**config.mk**
```make
export PLATFORM = sky130hd
export DESIGN_NAME = hybridFilter
export DESIGN_NICKNAME = d
export VERILOG_FILES = /design/src/hybridPkg.sv /design/src/alignCombine.sv /design/src/hybridFilter.sv /design/src/inputWindow.sv /design/src/lookaheadLut.sv /design/src/lookbackRecursion.sv /design/src/validCounter.sv
export SDC_FILE = /design/constraint.sdc
export NUM_CORES = 1
export LEC_CHECK = 0
export BUFFER_PORTS_ARGS = -buffer_cell sky130_fd_sc_hd__buf_2
export CORE_MARGIN = 4
export CORE_UTILIZATION = 40
export CTS_CLUSTER_DIAMETER = 60
export CTS_CLUSTER_SIZE = 28
export DETAILED_ROUTE_END_ITERATION = 7
export PLACE_DENSITY = 0.6
export SLEW_MARGIN = 10
export SYNTH_ARGS = -nofsm -noshare
export SYNTH_HDL_FRONTEND = slang
export SYNTH_HIERARCHICAL = 1
export SYNTH_SLANG_ARGS = --single-unit
```
**constraint.sdc**
```tcl
create_clock -name clk -period 12.75 [get_ports clk]
set_clock_uncertainty 0.15 [all_clocks]
set_input_delay 0.6375 -clock clk [delete_from_list [all_inputs] [get_ports clk]]
set_output_delay 0.6375 -clock clk [all_outputs]
set_load 0.02 [all_outputs]
```
**src/hybridPkg.sv**
```systemverilog
`default_nettype none

package hybridPkg;

    localparam int LUT_SIZE = 4;
    localparam int LUT_ENTRIES = 1 << LUT_SIZE;
    localparam int COEFF_WIDTH = 12;
    localparam int ACC_WIDTH = 24;
    localparam int OUT_WIDTH = 12;
    localparam int LEAK_SHIFT = 4;
    localparam int BACK_SHIFT = 4;
    localparam int AHEAD_SHIFT = 2;
    localparam int PIPE_DELAY = 4;

    // Largest window and block the record can carry
    localparam int MAX_DEPTH = 32;
    localparam int MAX_DSR = 4;

    // Peak of the lookahead taper, at the newest bit
    localparam int COEFF_PEAK = 256;

    function automatic logic signed [COEFF_WIDTH-1:0] aheadCoeff(input int tap, input int depth);
        int value;
        value = (COEFF_PEAK * (depth - tap)) / depth;
        return COEFF_WIDTH'(value);
    endfunction

    // Position 0 is the newest bit of a block
    function automatic logic signed [COEFF_WIDTH-1:0] backWeight(input int pos);
        int value;
        value = 256 + 64 * pos;
        return COEFF_WIDTH'(value);
    endfunction

    typedef struct packed {
        logic                 strobe;
        logic [MAX_DEPTH-1:0] bits;
        logic [MAX_DSR-1:0]   leave;
    } windowT;

    typedef struct packed {
        logic signed [ACC_WIDTH-1:0] ahead;
        logic signed [ACC_WIDTH-1:0] back;
    } pathT;

    typedef enum logic {
        FILLING,
        RUNNING
    } validStateT;

endpackage

`default_nettype wire

```
**src/alignCombine.sv**
```systemverilog
`default_nettype none

module alignCombine import hybridPkg::*; (
    input  logic                 clk,
    input  logic                 rstN,
    input  logic                 strobe,
    input  pathT                 paths,
    output logic [OUT_WIDTH-1:0] out,
    output logic                 outStrobe,
    input  logic                 valid
);

    localparam int POS_LIMIT = (1 << (OUT_WIDTH - 1)) - 1;
    localparam int NEG_LIMIT = -(1 << (OUT_WIDTH - 1));

    logic signed [ACC_WIDTH-1:0] backDelayed;
    logic signed [ACC_WIDTH-1:0] aheadScaled;
    logic signed [ACC_WIDTH-1:0] backScaled;
    logic signed [ACC_WIDTH-1:0] sumReg;
    logic signed [OUT_WIDTH-1:0] clipped;

    // Lookback runs one strobe ahead of the LUT path
    assign aheadScaled = paths.ahead >>> AHEAD_SHIFT;
    assign backScaled = backDelayed >>> BACK_SHIFT;

    always_comb begin
        if (sumReg > POS_LIMIT) begin
            clipped = OUT_WIDTH'(POS_LIMIT);
        end else if (sumReg < NEG_LIMIT) begin
            clipped = OUT_WIDTH'(NEG_LIMIT);
        end else begin
            clipped = sumReg[OUT_WIDTH-1:0];
        end
    end

    always_ff @(posedge clk) begin
        if (!rstN) begin
            backDelayed <= '0;
            sumReg <= '0;
            out <= '0;
            outStrobe <= 1'b0;
        end else begin
            outStrobe <= strobe && valid;
            if (strobe) begin
                backDelayed <= paths.back;
                sumReg <= aheadScaled + backScaled;
                // Offset binary
                out <= {~clipped[OUT_WIDTH-1], clipped[OUT_WIDTH-2:0]};
            end
        end
    end

endmodule

`default_nettype wire

```
**src/hybridFilter.sv**
```systemverilog
`default_nettype none

module hybridFilter import hybridPkg::*; #(
    parameter int DSR = 4,
    parameter int DEPTH = 32
) (
    input  logic                 clk,
    input  logic                 rstN,
    input  logic                 bitIn,
    output logic [OUT_WIDTH-1:0] out,
    output logic                 valid,
    output logic                 outStrobe
);

    windowT                      window;
    logic signed [ACC_WIDTH-1:0] aheadSum;
    logic signed [ACC_WIDTH-1:0] backState;
    pathT                        paths;

    if (DSR < 2 || DSR > MAX_DSR) begin : badDsr
        $error("DSR must lie between 2 and MAX_DSR");
    end

    if (DEPTH % DSR != 0 || DEPTH <= DSR || DEPTH > MAX_DEPTH || DEPTH % LUT_SIZE != 0)
    begin : badDepth
        $error("DEPTH must be a multiple of DSR and LUT_SIZE, up to MAX_DEPTH");
    end

    inputWindow #(.DSR(DSR), .DEPTH(DEPTH)) windowGen (
        .clk(clk), .rstN(rstN), .bitIn(bitIn), .window(window)
    );

    lookaheadLut #(.DEPTH(DEPTH)) aheadPath (
        .clk(clk), .rstN(rstN), .window(window), .aheadSum(aheadSum)
    );

    lookbackRecursion #(.DSR(DSR)) backPath (
        .clk(clk), .rstN(rstN), .window(window), .backState(backState)
    );

    validCounter #(.DSR(DSR), .DEPTH(DEPTH)) validGen (
        .clk(clk), .rstN(rstN), .strobe(window.strobe), .valid(valid)
    );

    assign paths.ahead = aheadSum;
    assign paths.back = backState;

    alignCombine combine (
        .clk(clk),
        .rstN(rstN),
        .strobe(window.strobe),
        .paths(paths),
        .out(out),
        .outStrobe(outStrobe),
        .valid(valid)
    );

endmodule

`default_nettype wire

```
**src/inputWindow.sv**
```systemverilog
`default_nettype none

module inputWindow import hybridPkg::*; #(
    parameter int DSR = 4,
    parameter int DEPTH = 32
) (
    input  logic   clk,
    input  logic   rstN,
    input  logic   bitIn,
    output windowT window
);

    localparam int CNT_WIDTH = $clog2(DSR);

    logic [CNT_WIDTH-1:0] phase;
    logic                 wrap;
    logic                 strobe;
    logic [DSR-2:0]       partial;
    logic [DSR-1:0]       newBlock;
    logic [DEPTH-1:0]     winBits;
    logic [DSR-1:0]       leaving;

    assign wrap = (phase == CNT_WIDTH'(DSR - 1));

    // Bit arriving on the wrap clock completes the block
    assign newBlock = {partial, bitIn};

    always_ff @(posedge clk) begin
        partial <= newBlock[DSR-2:0];
    end

    always_ff @(posedge clk) begin
        if (!rstN) begin
            phase <= '0;
            strobe <= 1'b0;
            winBits <= '0;
            leaving <= '0;
        end else begin
            strobe <= wrap;
            if (wrap) begin
                phase <= '0;
                // Oldest block drops out as the new one enters at bit 0
                winBits <= {winBits[DEPTH-DSR-1:0], newBlock};
                leaving <= winBits[DEPTH-1 -: DSR];
            end else begin
                phase <= phase + 1'b1;
            end
        end
    end

    always_comb begin
        window = '0;
        window.strobe = strobe;
        window.bits[DEPTH-1:0] = winBits;
        window.leave[DSR-1:0] = leaving;
    end

endmodule

`default_nettype wire

```
**src/lookaheadLut.sv**
```systemverilog
`default_nettype none

module lookaheadLut import hybridPkg::*; #(
    parameter int DEPTH = 32
) (
    input  logic                        clk,
    input  logic                        rstN,
    input  windowT                      window,
    output logic signed [ACC_WIDTH-1:0] aheadSum
);

    localparam int GROUPS = DEPTH / LUT_SIZE;
    localparam int TABLE_WIDTH = LUT_ENTRIES * ACC_WIDTH;

    logic signed [ACC_WIDTH-1:0] groupVal [GROUPS];
    logic signed [ACC_WIDTH-1:0] groupReg [GROUPS];
    logic signed [ACC_WIDTH-1:0] treeSum;

    // Every entry sums +coeff for a one bit and -coeff for a zero bit
    function automatic logic [TABLE_WIDTH-1:0] buildTable(input int group);
        logic [TABLE_WIDTH-1:0] lutBits;
        int entry;
        int tap;
        lutBits = '0;
        for (int addr = 0; addr < LUT_ENTRIES; addr++) begin
            entry = 0;
            for (int j = 0; j < LUT_SIZE; j++) begin
                tap = group * LUT_SIZE + j;
                if (addr[j]) begin
                    entry = entry + int'(aheadCoeff(tap, DEPTH));
                end else begin
                    entry = entry - int'(aheadCoeff(tap, DEPTH));
                end
            end
            lutBits[addr*ACC_WIDTH +: ACC_WIDTH] = ACC_WIDTH'(entry);
        end
        return lutBits;
    endfunction

    for (genvar g = 0; g < GROUPS; g++) begin : groupLut
        localparam logic [TABLE_WIDTH-1:0] LUT = buildTable(g);
        logic [LUT_SIZE-1:0] addr;

        assign addr = window.bits[g*LUT_SIZE +: LUT_SIZE];
        assign groupVal[g] = LUT[addr*ACC_WIDTH +: ACC_WIDTH];
    end

    always_comb begin
        treeSum = '0;
        for (int g = 0; g < GROUPS; g++) begin
            treeSum = treeSum + groupReg[g];
        end
    end

    // Stage one
    always_ff @(posedge clk) begin
        if (window.strobe) begin
            groupReg <= groupVal;
        end
    end

    // Stage two
    always_ff @(posedge clk) begin
        if (!rstN) begin
            aheadSum <= '0;
        end else if (window.strobe) begin
            aheadSum <= treeSum;
        end
    end

endmodule

`default_nettype wire

```
**src/lookbackRecursion.sv**
```systemverilog
`default_nettype none

module lookbackRecursion import hybridPkg::*; #(
    parameter int DSR = 4
) (
    input  logic                        clk,
    input  logic                        rstN,
    input  windowT                      window,
    output logic signed [ACC_WIDTH-1:0] backState
);

    logic signed [ACC_WIDTH-1:0] blockSum;
    logic signed [ACC_WIDTH-1:0] leak;
    logic signed [ACC_WIDTH-1:0] nextState;

    // Weighted sum of the block that just left the window
    always_comb begin
        blockSum = '0;
        for (int pos = 0; pos < DSR; pos++) begin
            if (window.leave[pos]) begin
                blockSum = blockSum + backWeight(pos);
            end else begin
                blockSum = blockSum - backWeight(pos);
            end
        end
    end

    // Leaky integrator, settles at blockSum << LEAK_SHIFT for a steady input
    assign leak = backState >>> LEAK_SHIFT;
    assign nextState = backState - leak + blockSum;

    always_ff @(posedge clk) begin
        if (!rstN) begin
            backState <= '0;
        end else if (window.strobe) begin
            backState <= nextState;
        end
    end

endmodule

`default_nettype wire

```
**src/validCounter.sv**
```systemverilog
`default_nettype none

module validCounter import hybridPkg::*; #(
    parameter int DSR = 4,
    parameter int DEPTH = 32
) (
    input  logic clk,
    input  logic rstN,
    input  logic strobe,
    output logic valid
);

    // Window fill plus pipeline latency
    localparam int FILL = DEPTH / DSR + PIPE_DELAY;
    localparam int CNT_WIDTH = $clog2(FILL + 1);

    validStateT           state;
    logic [CNT_WIDTH-1:0] count;

    always_ff @(posedge clk) begin
        if (!rstN) begin
            state <= FILLING;
            count <= '0;
        end else if (strobe && state == FILLING) begin
            count <= count + 1'b1;
            if (count == CNT_WIDTH'(FILL - 1)) begin
                state <= RUNNING;
            end
        end
    end

    assign valid = (state == RUNNING);

endmodule

`default_nettype wire
```
==> metrics.md <==
| Metric | Value |
|---|---|
| Max-slew violations | `0` |
| Pwr Density | `104.4 mW/mm²` |
| R2r endpoint | `backPath/backState[22]` |
| Vias per cell | `5.068` |
| H-Tree Depth | `4` |
| # rows | `66` |
| Starting density of the core | `0.4095` |
| Initial DRC count | `425` |
| Worst Path Max Fanout | `14` |
| Largest net degree at the start of global routing | `94` |
| Via count | `9,381` |
| Remaining antenna violation count after routing | `0` |
| Post-Route WL | `27.06 mm` |
| Die span in x | `191.4 µm` |
| Crit path capture type | `register` |
| P&R area growth vs syn | `7.046%` |
| Final setup TNS | `0 ns` |
| Fraction of layout cells with a size suffix above 1 | `0.05252` |
| Final Cycle Share | `0.4645` |
| Max VDD drop | `0.09585 mV` |
| Worst EP arrival | `6.10 ns` |
| Switching Power | `0.4299 mW` |
| Die H | `191.4 µm` |
| Initial antenna violation count | `0` |
| Root buf cell | `clkbuf_16` |
| Hold Buf Count CTS | `0` |
| Worst reg2reg setup slack | `6.83 ns` |
| Relative slew slack | `0.3051` |
| Status | `finished clean` |
| Wire per inst | `14.62 µm` |
| Setup repair bufs after CTS | `0` |
| GPL Wtd Cong | `0.8238` |
| Number of synthesis warnings | `6` |
| CTS resizes | `0` |
| GRT Util Overall | `0.1515` |
| HP Class | `in2reg` |
| Bufs on Longest Clock Path | `2` |
| CTS tree | `yes` |
| Clock power frac | `0.357` |
| Leak Pwr | `5.822 nW` |
| WHS Endpoint | `windowGen/partial[0]` |
| Worst r2r path cells | `20` |
| Crit path kind | `reg2reg` |
| Syn Inst Count | `1,422` |
| Min Hold Slack | `0.1733 ns` |
| Internal power | `1.075 mW` |
| # IOs | `17` |
| First-pass iteration count of the detailed router | `5` |
| Die area | `0.03665 mm²` |
| Final Hold Vio Count | `0` |
| Clock buffer count from CTS | `17` |
| Clk sinks | `192` |
| Fmax | `168.8 MHz` |
| Worst-Margin Slew | `1.042 ns` |
| Post-layout nets | `1,577` |
| Syn_area_per_cell | `9.466 µm²` |
| PnR Total Power | `1.504 mW` |
| Crit path launch type | `register` |
| Final setup viols | `0` |
| Wire length of the first global-routing pass | `45.40 mm` |
| FF-to-FF Start | `windowGen/leaving[2]` |
| Worst-Skew Late Latency | `0.44 ns` |
| Sw Ratio | `0.2857` |
| PortBufs | `16` |
| Reg clk slew, reported paths | `0.07 ns` |
| Flop pwr share | `0.431` |
| Unrepaired setup endpoints after global routing | `no` |
| DRC Markers | `0` |
| Final min period | `5.923 ns` |
| Syn Std Cell Area | `0.01346 mm²` |
| Remaining Overflow, GRT | `0` |
| Worst endpoint required time | `12.92 ns` |
| Hold depth | `1` |
| Vias in the first global route | `9,101` |
| N_diodes | `0` |
| Core area | `0.03287 mm²` |
| Max-Cap Viols | `0` |
| Startpoint of the worst hold path | `bitIn` |
| Comb power frac | `0.211` |
| HPWL Detailed | `20.60 mm` |
power groups by stage:
| stage | registers [mW] | logic [mW] | clock network (mW) |
|---|---|---|---|
| global placement | 0.663 | 0.313 | 0 |
| CTS | 0.650 | 0.319 | 0.554 |
| detailed placement | 0.664 | 0.317 | 0 |
| global route | 0.651 | 0.357 | 0.578 |
| floorplan | 0.655 | 0.259 | 0 |
| finish | 0.649 | 0.318 | 0.538 |
routing by layer:
metal	global-route usage	vias up	part of all wire
met5	0	-	0
met4	0.03425	0	0.012
met3	0.02575	25	0.026
met2	0.2551	109	0.47
met1	0.2047	4442	0.49
li1	-	4805	-
state kept, by name, summed over array words and instances (netlist names):
signal	count
aheadPath/aheadSum	20
aheadPath/groupReg	45
backPath/backState	24
combine/backDelayed	20
combine/out	12
combine/outStrobe	1
combine/sumReg	23
validGen/count	4
validGen/valid	1
windowGen/leaving	4
windowGen/partial	3
windowGen/phase	2
windowGen/strobe	1
windowGen/winBits	32
final cells by class:
class	instances	area [µm²]
Tap cell	442	553.0
Fill cell	3259	18460
Inverter	186	698.2
Sequential cell	192	4298
Clock inverter	11	122.6
Timing Repair Buffer	20	112.6
Multi-Input combinational cell	979	8159
Clock buffer	21	465.4
cells in the final DEF (no fill, tap or decap), types with 5 or more instances in the layout:
cell type	instances
dfxtp_1	146
a21boi_0	12
a21oi_1	65
a31oi_1	9
nand3b_1	15
xor2_1	18
o31ai_1	6
buf_4	5
o21bai_1	9
o21ai_0	78
o211a_1	8
xnor2_1	40
o21a_1	11
nor2b_1	99
mux2i_1	83
and3_1	12
o211ai_1	12
a21o_1	38
nand4_1	15
nor2_1	43
clkbuf_16	18
buf_2	15
edfxtp_1	45
nand3_1	23
fa_1	73
ha_1	104
o41ai_1	6
nand2_1	76
inv_1	186
nor3_1	8
a211o_1	5
and2_1	9
nand2b_1	20
how the worst max path moves through the flow:
stage               slack, ns  depth (start not counted)                 start                      to
floorplan                7.16                         22  windowGen/leaving[2]  backPath/backState[22]
global placement         6.93                         20  windowGen/leaving[2]  backPath/backState[22]
detailed placement       6.84                         20  windowGen/leaving[2]  backPath/backState[22]
CTS                      6.83                         20  windowGen/leaving[2]  backPath/backState[22]
global route             6.26                         20  windowGen/leaving[1]  backPath/backState[22]
finish                   6.83                         20  windowGen/leaving[2]  backPath/backState[22]
per-stage QoR:
step	setup slack, ns	util	std cells	cell area (µm²)
after floorplan	7.165	-	1423	13460
after global placement	6.929	0.4205	1819	13820
after detailed placement	6.844	0.4205	1819	13820
after CTS	6.834	0.4384	1851	14410
after global routing	6.263	0.4384	1851	14410
final	6.827	0.4384	1851	14410
critical path, cell delays in order, from the launching register on:
cell and delay [ns]:
dfxtp_1 0.82, inv_1 0.21, o21ai_0 0.19, o21ai_0 0.15, inv_1 0.12, fa_1 0.16
inv_1 0.05, fa_1 0.47, ha_1 0.51, nand4_1 0.21, a211oi_1 0.37, nor2_1 0.10
xor2_1 0.17, fa_1 0.48, inv_1 0.04, ha_1 0.40, and3_1 0.21, nand2_1 0.09
o41ai_1 0.45, mux2i_1 0.13, a311o_1 0.33
No activity file was read; power rests on OpenSTA's default activity.
